$ cat src/gfx_pkg.sv
package gfx_pkg;

	// ------------------------------------------------------------
	// Raster, 640x480 at 60 Hz
	// ------------------------------------------------------------
	localparam int H_PIXELS = 640;
	localparam int H_FRONT  = 16;
	localparam int H_SYNC   = 96;
	localparam int H_TOTAL  = 800;

	localparam int V_LINES = 480;
	localparam int V_FRONT = 10;
	localparam int V_SYNC  = 2;
	localparam int V_TOTAL = 525;

	localparam int WORDS_PER_LINE = 80; // 320 pixels at 4 bpp.

	localparam int BITS                 = 16;
	localparam int ADDRESS_BITS         = 12;
	localparam int BANK_ADDRESS_BITS    = 15;
	localparam int LINEBUF_ADDRESS_BITS = 8;
	localparam int PAL_ADDRESS_BITS     = 4;

	// ------------------------------------------------------------
	// Register map
	// ------------------------------------------------------------
	localparam logic [ADDRESS_BITS-1:0] REG_FRAME_COUNT = 12'hf00;
	localparam logic [ADDRESS_BITS-1:0] REG_STATUS      = 12'hf01;
	localparam logic [ADDRESS_BITS-1:0] REG_BASE        = 12'hd00;
	localparam logic [ADDRESS_BITS-1:0] REG_BG_COLOR    = 12'hd01;
	localparam logic [7:0]              PAL_BASE        = 8'he0; // Window 0xe00 to 0xe0f.

	typedef logic [BITS-1:0] word_t;
	typedef logic [11:0] color_t; // Red 11:8, green 7:4, blue 3:0.

endpackage
$ cat src/gfx_top.sv
`timescale 1ns/1ps

module gfx_top
(
	input  logic                                  CLK,
	input  logic                                  reset,
	input  logic [gfx_pkg::ADDRESS_BITS-1:0]      ADDRESS,
	input  gfx_pkg::word_t                        DATA_IN,
	input  logic                                  WR,
	output gfx_pkg::word_t                        DATA_OUT,
	output logic                                  HS,
	output logic                                  VS,
	output logic [3:0]                            RR,
	output logic [3:0]                            GG,
	output logic [3:0]                            BB,
	output logic [gfx_pkg::BANK_ADDRESS_BITS-1:0] B_ADDR,
	output logic                                  B_VALID,
	input  gfx_pkg::word_t                        B_DIN,
	input  logic                                  B_READY
);

	logic [9:0] hcount;
	logic [9:0] vcount;
	logic       hs;
	logic       vs;
	logic       frame_tick;
	logic       fetch_start;
	logic [9:0] fetch_line;

	logic [gfx_pkg::BANK_ADDRESS_BITS-1:0]    base_addr;
	gfx_pkg::color_t                          bg_color;
	logic                                     pal_we;
	logic [gfx_pkg::PAL_ADDRESS_BITS-1:0]     pal_index;
	gfx_pkg::color_t                          pal_data;
	logic                                     underrun;

	logic                                     lb_we;
	logic [gfx_pkg::LINEBUF_ADDRESS_BITS-1:0] lb_addr;
	gfx_pkg::word_t                           lb_data;
	logic [gfx_pkg::LINEBUF_ADDRESS_BITS-1:0] lb_raddr;
	gfx_pkg::word_t                           lb_rdata;

	video_timing i_timing
	(
		.CLK         (CLK),
		.reset       (reset),
		.hcount      (hcount),
		.vcount      (vcount),
		.hs          (hs),
		.vs          (vs),
		.frame_tick  (frame_tick),
		.fetch_start (fetch_start),
		.fetch_line  (fetch_line)
	);

	gfx_reg_file i_regs
	(
		.CLK        (CLK),
		.reset      (reset),
		.ADDRESS    (ADDRESS),
		.DATA_IN    (DATA_IN),
		.WR         (WR),
		.frame_tick (frame_tick),
		.underrun   (underrun),
		.DATA_OUT   (DATA_OUT),
		.base_addr  (base_addr),
		.bg_color   (bg_color),
		.pal_we     (pal_we),
		.pal_index  (pal_index),
		.pal_data   (pal_data)
	);

	line_fetch i_fetch
	(
		.CLK         (CLK),
		.reset       (reset),
		.fetch_start (fetch_start),
		.fetch_line  (fetch_line),
		.base_addr   (base_addr),
		.B_DIN       (B_DIN),
		.B_READY     (B_READY),
		.B_ADDR      (B_ADDR),
		.B_VALID     (B_VALID),
		.lb_we       (lb_we),
		.lb_addr     (lb_addr),
		.lb_data     (lb_data),
		.underrun    (underrun)
	);

	// Ping-pong line buffer, one half per display line parity.
	dp_ram #(.payload_t(gfx_pkg::word_t), .ADDR_BITS(gfx_pkg::LINEBUF_ADDRESS_BITS)) i_linebuf
	(
		.CLK   (CLK),
		.we    (lb_we),
		.waddr (lb_addr),
		.wdata (lb_data),
		.raddr (lb_raddr),
		.rdata (lb_rdata)
	);

	pixel_mixer i_mixer
	(
		.CLK       (CLK),
		.reset     (reset),
		.hcount    (hcount),
		.vcount    (vcount),
		.hs_in     (hs),
		.vs_in     (vs),
		.lb_rdata  (lb_rdata),
		.bg_color  (bg_color),
		.pal_we    (pal_we),
		.pal_index (pal_index),
		.pal_data  (pal_data),
		.lb_raddr  (lb_raddr),
		.RR        (RR),
		.GG        (GG),
		.BB        (BB),
		.HS        (HS),
		.VS        (VS)
	);

endmodule

$ cat src/pixel_mixer.sv
`timescale 1ns/1ps

module pixel_mixer
(
	input  logic                                     CLK,
	input  logic                                     reset,
	input  logic [9:0]                               hcount,
	input  logic [9:0]                               vcount,
	input  logic                                     hs_in,
	input  logic                                     vs_in,
	input  gfx_pkg::word_t                           lb_rdata,
	input  gfx_pkg::color_t                          bg_color,
	input  logic                                     pal_we,
	input  logic [gfx_pkg::PAL_ADDRESS_BITS-1:0]     pal_index,
	input  gfx_pkg::color_t                          pal_data,
	output logic [gfx_pkg::LINEBUF_ADDRESS_BITS-1:0] lb_raddr,
	output logic [3:0]                               RR,
	output logic [3:0]                               GG,
	output logic [3:0]                               BB,
	output logic                                     HS,
	output logic                                     VS
);

	logic                                 active;
	logic [1:0]                           s1_nibble;
	logic                                 s1_active;
	logic                                 s1_hs;
	logic                                 s1_vs;
	logic [gfx_pkg::PAL_ADDRESS_BITS-1:0] s2_index;
	logic                                 s2_active;
	logic                                 s2_hs;
	logic                                 s2_vs;
	logic [gfx_pkg::PAL_ADDRESS_BITS-1:0] pal_raddr;
	gfx_pkg::color_t                      pal_rdata;
	gfx_pkg::color_t                      color;

	assign active = (hcount < 10'(gfx_pkg::H_PIXELS)) && (vcount < 10'(gfx_pkg::V_LINES));

	// Stage 1. Eight screen pixels per buffer word.
	assign lb_raddr = {1'b0, hcount[9:3]} + (vcount[0] ?
		gfx_pkg::LINEBUF_ADDRESS_BITS'(gfx_pkg::WORDS_PER_LINE) : 8'd0);

	// Stage 2. Most significant nibble is the leftmost pixel.
	always_comb
	begin
		case (s1_nibble)
			2'd0:    pal_raddr = lb_rdata[15:12];
			2'd1:    pal_raddr = lb_rdata[11:8];
			2'd2:    pal_raddr = lb_rdata[7:4];
			default: pal_raddr = lb_rdata[3:0];
		endcase
	end

	dp_ram #(.payload_t(gfx_pkg::color_t), .ADDR_BITS(gfx_pkg::PAL_ADDRESS_BITS)) i_palette
	(
		.CLK   (CLK),
		.we    (pal_we),
		.waddr (pal_index),
		.wdata (pal_data),
		.raddr (pal_raddr),
		.rdata (pal_rdata)
	);

	// Stage 3.
	assign color = (s2_index == '0) ? bg_color : pal_rdata;

	always_ff @(posedge CLK)
	begin
		s1_nibble <= hcount[2:1];
		s2_index  <= pal_raddr;
	end

	// ------------------------------------------------------------
	// Active flag and syncs ride along with the pixel
	// ------------------------------------------------------------
	always_ff @(posedge CLK)
	begin
		if (reset)
		begin
			{s1_active, s1_hs, s1_vs} <= 3'b011;
			{s2_active, s2_hs, s2_vs} <= 3'b011;
			{RR, GG, BB}              <= '0;
			HS                        <= 1'b1;
			VS                        <= 1'b1;
		end
		else
		begin
			{s1_active, s1_hs, s1_vs} <= {active, hs_in, vs_in};
			{s2_active, s2_hs, s2_vs} <= {s1_active, s1_hs, s1_vs};
			{RR, GG, BB}              <= s2_active ? color : 12'd0; // Black in blanking.
			HS                        <= s2_hs;
			VS                        <= s2_vs;
		end
	end

endmodule

$ cat src/dp_ram.sv
`timescale 1ns/1ps

module dp_ram
#(
	parameter type payload_t = gfx_pkg::word_t,
	parameter int  ADDR_BITS = gfx_pkg::LINEBUF_ADDRESS_BITS
)
(
	input  logic                 CLK,
	input  logic                 we,
	input  logic [ADDR_BITS-1:0] waddr,
	input  payload_t             wdata,
	input  logic [ADDR_BITS-1:0] raddr,
	output payload_t             rdata
);

	payload_t mem [2**ADDR_BITS];

	always_ff @(posedge CLK)
	begin
		if (we)
			mem[waddr] <= wdata;
		rdata <= mem[raddr]; // One cycle read.
	end

endmodule

$ cat src/line_fetch.sv
`timescale 1ns/1ps

module line_fetch
(
	input  logic                                     CLK,
	input  logic                                     reset,
	input  logic                                     fetch_start,
	input  logic [9:0]                               fetch_line,
	input  logic [gfx_pkg::BANK_ADDRESS_BITS-1:0]    base_addr,
	input  gfx_pkg::word_t                           B_DIN,
	input  logic                                     B_READY,
	output logic [gfx_pkg::BANK_ADDRESS_BITS-1:0]    B_ADDR,
	output logic                                     B_VALID,
	output logic                                     lb_we,
	output logic [gfx_pkg::LINEBUF_ADDRESS_BITS-1:0] lb_addr,
	output gfx_pkg::word_t                           lb_data,
	output logic                                     underrun
);

	typedef enum logic {S_IDLE, S_REQUEST} state_t;

	state_t     state;
	logic [6:0] word_count;
	logic       half;      // Buffer half being filled.
	logic       accept;
	logic       last_word;
	logic [gfx_pkg::BANK_ADDRESS_BITS-1:0] line_row;
	logic [gfx_pkg::BANK_ADDRESS_BITS-1:0] row_offset;

	assign accept     = (state == S_REQUEST) && B_READY;
	assign last_word  = (word_count == 7'(gfx_pkg::WORDS_PER_LINE - 1));
	assign line_row   = gfx_pkg::BANK_ADDRESS_BITS'(fetch_line[9:1]); // Line doubling.
	assign row_offset = line_row *
		gfx_pkg::BANK_ADDRESS_BITS'(gfx_pkg::WORDS_PER_LINE);

	// ------------------------------------------------------------
	// Request FSM
	// ------------------------------------------------------------
	always_ff @(posedge CLK)
	begin
		if (reset)
		begin
			state    <= S_IDLE;
			underrun <= 1'b0;
		end
		else
		begin
			underrun <= 1'b0;
			if (fetch_start)
			begin
				// Previous line still short of words.
				underrun <= (state == S_REQUEST) && !(accept && last_word);
				state    <= S_REQUEST;
			end
			else if (accept && last_word)
				state <= S_IDLE;
		end
	end

	// Address and word count follow the accepted words.
	always_ff @(posedge CLK)
	begin
		if (fetch_start)
		begin
			word_count <= '0;
			half       <= fetch_line[0];
			B_ADDR     <= base_addr + row_offset;
		end
		else if (accept)
		begin
			word_count <= word_count + 7'd1;
			B_ADDR     <= B_ADDR + 1'b1;
		end
	end

	assign B_VALID = (state == S_REQUEST);
	assign lb_we   = accept;   // Word is written in the cycle it arrives.
	assign lb_data = B_DIN;
	assign lb_addr = {1'b0, word_count} + (half ?
		gfx_pkg::LINEBUF_ADDRESS_BITS'(gfx_pkg::WORDS_PER_LINE) : 8'd0);

endmodule

$ cat src/gfx_reg_file.sv
`timescale 1ns/1ps

module gfx_reg_file
(
	input  logic                                  CLK,
	input  logic                                  reset,
	input  logic [gfx_pkg::ADDRESS_BITS-1:0]      ADDRESS,
	input  gfx_pkg::word_t                        DATA_IN,
	input  logic                                  WR,
	input  logic                                  frame_tick,
	input  logic                                  underrun,
	output gfx_pkg::word_t                        DATA_OUT,
	output logic [gfx_pkg::BANK_ADDRESS_BITS-1:0] base_addr,
	output gfx_pkg::color_t                       bg_color,
	output logic                                  pal_we,
	output logic [gfx_pkg::PAL_ADDRESS_BITS-1:0]  pal_index,
	output gfx_pkg::color_t                       pal_data
);

	gfx_pkg::word_t frame_count;
	logic           underrun_flag;
	logic           pal_hit;

	assign pal_hit = (ADDRESS[gfx_pkg::ADDRESS_BITS-1:gfx_pkg::PAL_ADDRESS_BITS] ==
		gfx_pkg::PAL_BASE);

	// ------------------------------------------------------------
	// Control registers
	// ------------------------------------------------------------
	always_ff @(posedge CLK)
	begin
		if (reset)
		begin
			base_addr     <= '0;
			bg_color      <= '0;
			pal_we        <= 1'b0;
			frame_count   <= '0;
			underrun_flag <= 1'b0;
		end
		else
		begin
			pal_we <= WR && pal_hit;
			if (WR && ADDRESS == gfx_pkg::REG_BASE)
				base_addr <= DATA_IN[gfx_pkg::BANK_ADDRESS_BITS-1:0];
			if (WR && ADDRESS == gfx_pkg::REG_BG_COLOR)
				bg_color <= gfx_pkg::color_t'(DATA_IN);
			if (frame_tick)
				frame_count <= frame_count + 16'd1;
			if (underrun)
				underrun_flag <= 1'b1; // A new underrun beats the clear.
			else if (WR && ADDRESS == gfx_pkg::REG_STATUS)
				underrun_flag <= 1'b0;
		end
	end

	// Palette entry travels with the strobe.
	always_ff @(posedge CLK)
	begin
		if (WR && pal_hit)
		begin
			pal_index <= ADDRESS[gfx_pkg::PAL_ADDRESS_BITS-1:0];
			pal_data  <= gfx_pkg::color_t'(DATA_IN);
		end
	end

	always_comb
	begin
		case (ADDRESS)
			gfx_pkg::REG_FRAME_COUNT: DATA_OUT = frame_count;
			gfx_pkg::REG_STATUS:      DATA_OUT = {15'd0, underrun_flag};
			gfx_pkg::REG_BASE:        DATA_OUT = gfx_pkg::word_t'(base_addr);
			gfx_pkg::REG_BG_COLOR:    DATA_OUT = gfx_pkg::word_t'(bg_color);
			default:                  DATA_OUT = '0;
		endcase
	end

endmodule

$ cat src/video_timing.sv
`timescale 1ns/1ps

module video_timing
(
	input  logic       CLK,
	input  logic       reset,
	output logic [9:0] hcount,
	output logic [9:0] vcount,
	output logic       hs,
	output logic       vs,
	output logic       frame_tick,
	output logic       fetch_start,
	output logic [9:0] fetch_line
);

	logic [9:0] h_next;
	logic [9:0] v_next;
	logic [9:0] v_after; // Line that follows v_next.

	always_comb
	begin
		h_next = hcount + 10'd1;
		v_next = vcount;
		if (hcount == 10'(gfx_pkg::H_TOTAL - 1))
		begin
			h_next = '0;
			if (vcount == 10'(gfx_pkg::V_TOTAL - 1))
				v_next = '0;
			else
				v_next = vcount + 10'd1;
		end
		v_after = (v_next == 10'(gfx_pkg::V_TOTAL - 1)) ? 10'd0 : v_next + 10'd1;
	end

	// Strobes are worked out from the next count so they line up with it.
	always_ff @(posedge CLK)
	begin
		if (reset)
		begin
			hcount      <= '0;
			vcount      <= '0;
			hs          <= 1'b1;
			vs          <= 1'b1;
			frame_tick  <= 1'b1; // Position (0,0).
			fetch_start <= 1'b0;
			fetch_line  <= 10'd1;
		end
		else
		begin
			hcount      <= h_next;
			vcount      <= v_next;
			hs          <= !(h_next >= 10'(gfx_pkg::H_PIXELS + gfx_pkg::H_FRONT) &&
				h_next < 10'(gfx_pkg::H_PIXELS + gfx_pkg::H_FRONT + gfx_pkg::H_SYNC));
			vs          <= !(v_next >= 10'(gfx_pkg::V_LINES + gfx_pkg::V_FRONT) &&
				v_next < 10'(gfx_pkg::V_LINES + gfx_pkg::V_FRONT + gfx_pkg::V_SYNC));
			frame_tick  <= (h_next == 10'd0) && (v_next == 10'd0);
			fetch_start <= (h_next == 10'(gfx_pkg::H_PIXELS)) &&
				(v_after < 10'(gfx_pkg::V_LINES));
			fetch_line  <= v_after;
		end
	end

endmodule

$ cat config.mk
export PLATFORM = sky130hd
export DESIGN_NAME = gfx_top
export DESIGN_NICKNAME = d
export VERILOG_FILES = /design/src/gfx_pkg.sv /design/src/gfx_top.sv /design/src/pixel_mixer.sv /design/src/dp_ram.sv /design/src/line_fetch.sv /design/src/gfx_reg_file.sv /design/src/video_timing.sv
export SDC_FILE = /design/constraint.sdc
export NUM_CORES = 2
export LEC_CHECK = 0
export BUFFER_PORTS_ARGS = -buffer_cell sky130_fd_sc_hd__buf_4
export CAP_MARGIN = 20
export CORE_MARGIN = 4
export CORE_UTILIZATION = 24
export CTS_CLUSTER_DIAMETER = 60
export DETAILED_ROUTE_END_ITERATION = 10
export PLACE_DENSITY = 0.48
export SLEW_MARGIN = 20
export SYNTH_ARGS = -nofsm -noshare
export SYNTH_HDL_FRONTEND = slang
export SYNTH_HIERARCHICAL = 1
export SYNTH_MEMORY_MAX_BITS = 65536
export SYNTH_SLANG_ARGS = --single-unit
$ cat constraint.sdc
create_clock -name CLK -period 4.08 [get_ports CLK]
set_clock_uncertainty 0.2 [all_clocks]
set_input_delay 1.224 -clock CLK [delete_from_list [all_inputs] [get_ports CLK]]
set_output_delay 1.224 -clock CLK [all_outputs]
set_load 0.005 [all_outputs]
* Word-level counts from Yosys, hierarchy flattened
Memory sizes are Yosys's and may differ from the RTL's. A register that Yosys moved wholly into a read port is not among the register bits.
Cells that the tools add are included.
** Cells by class
- Multiply operators :: 1
- Div/mod/pow operators :: 0
- Muxes and demuxes :: 19
- Equal/unequal tests :: 12
- Shifts and indexed selects :: 0
- $add $sub $neg :: 9
- $lt $le $gt $ge :: 7
- Bitwise gates (word level) :: 2
- Reductions and logical operators :: 24
** Operator list (count)
- 16-bit case mux with 4 select lines :: 1
- 12-bit == test (second input constant) :: 4
- 10-bit == test (second input constant) :: 4
- 10-bit two-way mux :: 4
- 10-bit by 1-bit adder with 10-bit output (second input constant) :: 3
- 10-bit by 9-bit less-than comparator with 1-bit output (second input constant) :: 3
- 15-bit two-way mux :: 2
- 10-bit logical NOT :: 2
- 10-bit less-than comparator (second input constant) :: 2
- 16-bit by 1-bit adder with 16-bit output (second input constant) :: 1
- 7-bit by 8-bit adder with 8-bit output :: 2
- 15-bit by 1-bit adder with 15-bit output (second input constant) :: 1
- 15-bit adder :: 1
- 7-bit two-way mux :: 2
- 1-bit logical AND :: 12
- 12-bit two-way mux :: 1
- 4-bit case mux with 3 select lines :: 1
- 9-bit by 3-bit multiplier with 11-bit output (second input constant) :: 1
- 10-bit >= comparator (second input constant) :: 1
- 10-bit by 9-bit >= comparator with 1-bit output (second input constant) :: 1
- 8-bit == test (second input constant) :: 1
- 1-bit two-way mux :: 8
- 7-bit by 1-bit adder with 7-bit output (second input constant) :: 1
- 7-bit == test (second input constant) :: 1
- 8 further kinds :: 14
** Word-level totals
- Bits of input ports :: 48
- RAM bits :: 4288
- ROM bits :: 0
- Latch bits :: 0
- Flip-flop bits (word level) :: 146
- Word-level logic and storage cells :: 108
- Output and inout port bits :: 46
- Memories kept :: 2
** Memory list
- i_linebuf.mem :: depth 256, bits a word 16, read ports 1, clocked after Yosys merged registers in 1, write ports 1, line dp_ram.sv:17 : payload_t mem [2**ADDR_BITS];
- i_mixer.i_palette.mem :: depth 16, bits a word 12, read ports 1, clocked after Yosys merged registers in 1, write ports 1, line dp_ram.sv:17

* Depth between registers and ports, before layout
- Depth after elaboration :: 7
- Gate-level depth with buffers :: 14
- Gate-level depth less buffers :: 14

* Modules after synthesis
The synthesis kept the hierarchy.
** By module, submodules not included
- dp_ram at i_linebuf :: times used 1, cells each 7360, seq. area each 123318.3 um^2, area an instance 158714.7 um^2
- dp_ram at i_mixer.i_palette :: times used 1, cells each 329, seq. area each 6005.8 um^2, area an instance 7599.8 um^2
- gfx_reg_file :: times used 1, cells each 279, seq. area each 1381.3 um^2, area an instance 2921.6 um^2
- line_fetch :: times used 1, cells each 246, seq. area each 660.6 um^2, area an instance 2257.2 um^2
- video_timing :: times used 1, cells each 212, seq. area each 680.7 um^2, area an instance 1838.0 um^2
- pixel_mixer :: times used 1, cells each 93, seq. area each 520.5 um^2, area an instance 1114.8 um^2

* Worst setup path before layout
OpenSTA, ideal clock, no wires.
- Path kind :: input -> output
- Start point :: in ADDRESS[1] (netlist name)
- End point :: out DATA_OUT[10]
- Setup slack :: -32 ps
- Stages on the path :: 6
- Path buffers :: 3
- Required time :: 2656 ps
- Arrival :: 2688 ps
- Path through :: or4b_1 > buf_6 > or3_1 > clkbuf_1 > buf_2 > nor2_1
** On the way
- Cells in the longest elaborated chain, start to end :: 2
- Elaborated cells between the ends (all ways) :: 5
- Those cells by class :: eq/ne: 4; mux: 1
** RTL lines
- start, declared :: line gfx_top.sv:7 : input logic [gfx_pkg::ADDRESS_BITS-1:0] ADDRESS,
- 12-bit == test :: line gfx_reg_file.sv:68 : case (ADDRESS)
- 16-bit case mux with 4 select lines (*) :: line gfx_reg_file.sv:68
- end, declared :: line gfx_top.sv:10 : output gfx_pkg::word_t DATA_OUT,
Every way passes the cells marked *; elsewhere a longest branch is shown, timed or not.

* Final worst setup path
- Start point :: in ADDRESS[3] (netlist name)
- End point :: out DATA_OUT[2]
The elaborated chain is that of the path after synthesis.

==> results.py <==
metrics = {
    "run_status": {
        "status": "finished with violations",
        "violations": "negative setup slack",
    },
    "timing": {
        "hold_viol": 0,
        "worstMarginPinSlew_ps": 1070,
        "period_share": 1.025,
        "rsz0062_at_grt": "true",
        "drv_slew": 0,
        "fin_ws_ps": -100.0,
        "relSlewSlack": 0.2808,
        "setup_violations": 16,
        "finalCriticalPeriod_ps": 4180,
        "fmax_mhz": 239.2,
    },
    "cts": {
        "numCtsBuffers": 474,
        "clockRootBuffer": "clkbuf_16",
        "cts_buffer_depth": 4,
        "clk_latency_ps": 1070,
        "htreeDepth": 5,
        "clk_pin_slew_worst_paths_ps": 60,
        "cts_tree": "done",
        "cts_sinks": 4462,
    },
    "placement": {
        "pre_cts_slack_ps": -237.6,
        "dp.final_hpwl_um": 313000,
        "portBuffers": 92,
        "place_inst": 18410,
        "placed_cell_area_mm2": 0.1919,
        "gp_congestion": 0.8143,
    },
    "critical_path": {
        "cp-start-kind": "input pin",
        "end_kind": "output pin",
        "required_ps": 2660,
        "crit_type": "input pin to output pin",
        "cp.arrival_ps": 2760,
        "path_max_fanout": 7,
    },
    "synthesis": {
        "synth-seq-area-share": 0.7599,
        "async_flop_share": 0,
        "synthCells": 8519,
        "synth_top_area_share": 0.7436,
        "ys_warn_count": 6,
        "synth_area_mm2": 0.1744,
        "synth_edf_count": 4320,
        "ys_ff_latch": 4462,
        "syn_nets": 8610,
        "ys_types": 90,
        "yosys-top-cells-area": "edfxtp_1 74%, mux4_2 11%, mux2i_1 3.6%",
        "yosys.area.top_type": "edfxtp_1",
        "avgSynthCellArea_um2": 20.48,
        "synthFlopType": "edfxtp_1",
    },
    "grt": {
        "overflow": 0,
        "grt_max_degree": 114,
        "grt.total_usage": 0.1302,
        "grt_pass1_wl_um": 700000,
        "grt_pass1_vias": 90310,
        "antenna_found_initial": 27,
    },
    "routing": {
        "drc": 0,
        "vias": 89080,
        "wl_met2_um": 237000,
        "wl_met3_um": 35000,
        "ant_nets": 0,
        "first_pass_iters": 6,
        "drt_iter0_markers": 9097,
        "routedWlPerCell_um": 25.90,
        "routed.top_layer": "met5",
        "viasPerCell": 4.618,
        "routed_wl_um": 499600,
        "wl_met1_um": 212600,
    },
    "power_and_ir_drop": {
        "power_density_mw_per_mm2": 453.8,
        "power_w": 0.09411,
        "p_leak_nw": 61.61,
        "irDropWorstVdd_mv": 0.3762,
    },
    "final_layout": {
        "postLayoutCoreUtil": 0.2867,
        "final_common_cell": "edfxtp_1",
        "layout.nets": 9399,
        "final_cell_mix": "4,320 x edfxtp_1, 833 x mux4_2, 682 x buf_4",
        "ff_latch_area_mm2": 0.1326,
        "stdcell_count": 19290,
        "area_growth_pct": 18.87,
        "drive_above_1_share": 0.2729,
        "multi_input_comb_area_mm2": 0.03920,
        "n_fill_cell": 70540,
        "fin_area_mm2": 0.2074,
    },
    "floorplan": {
        "initial_core_util": 0.2412,
        "rows": 312,
        "io_pins": 94,
        "dieArea_mm2": 0.7406,
        "die_y_um": 860.6,
        "die_w_um": 860.6,
        "fp.coreArea_mm2": 0.7234,
    },
    "worst_hold_path": {
        "min_path_type": "flop to flop",
    },
    "flow_run": {
        "drv_cap": 0,
    },
}
==> power by group <==
group	internal [W]	switching (W)	total [W]
combinational	0.000411	0.00114	0.00155
clock	0.0242	0.0181	0.0423
sequential	0.0502	0.0000505	0.0503
total	0.0748	0.0193	0.0941
==> Yosys cell counts, drive strengths merged, types with 12 or more instances <==
master / count
and3: 16
xor2: 28
dfxtp: 142
mux2i: 623
a21oi: 200
nand2b: 55
nand3: 67
mux4: 850
or2: 12
xnor2: 25
o21ai: 57
nor4: 36
ha: 41
clkbuf: 265
nand2: 91
inv: 21
mux2: 94
o32ai: 21
nand4: 38
o221ai: 253
a211oi: 22
a22o: 32
a221oi: 30
o31ai: 22
nand3b: 29
o22ai: 150
nor2: 388
nor3: 117
buf: 266
nor2b: 29
a22oi: 67
edfxtp: 4320
==> stage by stage <==
step / TNS (ps) / hold WS (ps)
after floorplan: -66.77 / 170.9
after global placement: -2449 / 200.3
after detailed placement: -1964 / 195.9
after CTS: -936.3 / 121.0
after global routing: -1578 / 184.9
final: -981.3 / 178.6
==> critical path, cell delays in order <==
cell    delay [ps]
buf_6          100
or4b_4         530
or3_4          420
buf_8          150
buf_6          130
nor2_4          90
buf_6          100
==> worst paths after layout <==
check	endpoint	depth (start not counted)	slack (ps)	from
worst min register to register	i_regs/underrun_flag	2	180	i_fetch/underrun
worst max-delay path	DATA_OUT[2]	7	-100	ADDRESS[3]
worst max register to register	i_linebuf/rdata[13]	8	250	i_timing/hcount[7]
worst min-delay path	i_regs/underrun_flag	2	180	i_fetch/underrun
==> sequential cells by signal, indices dropped and copies added (netlist names), 10 cells and up <==
name	flops
i_regs/frame_count	16
i_linebuf/mem	4096
i_mixer/i_palette/mem	192
i_timing/fetch_line	10
i_timing/vcount	10
i_fetch/B_ADDR	15
i_timing/hcount	10
i_linebuf/rdata	16
i_regs/pal_data	12
i_mixer/i_palette/rdata	12
i_regs/bg_color	12
i_regs/base_addr	15
==> layout make-up <==
type,count,area share
flip-flops and latches,4462,0.6394
multi-input cells,3505,0.1890
clock buffers,595,0.06028
well taps,9577,0.05779
repair buffers,844,0.03944
clock inverters,281,0.01361
inverters,21,0.0004405
diodes,4,0.00004827
==> cells by family after synthesis <==
kind of cell | share of synthesized area
muxes | 0.1519
and+or+nand+nor | 0.02624
buffers and inverters | 0.01851
AOI/OAI and AO/OA | 0.03756
xor gates and xnor gates | 0.002704
adders and majority gates | 0.003170
DFF | 0.7599
==> routing by layer <==
| layer | vias to the layer above | track usage |
|---|---|---|
| met3 | 646 | 0.02119 |
| met2 | 3333 | 0.2131 |
| li1 | 37280 | - |
| met1 | 47820 | 0.1793 |
| met5 | - | 0 |
| met4 | 4 | 0.03595 |
==> what timing repair did <==
item | 4_1_cts | 5_1_grt
gates cloned | 1 | 0
hold buffers | 0 | 0
setup buffers | 3 | 0
endpoints found under the setup margin | 16 | 16
hold endpoints to repair | 0 | 0
pin swaps | 10 | 2
resized for setup | 30 | 4
(Power assumes the default switching activity.)
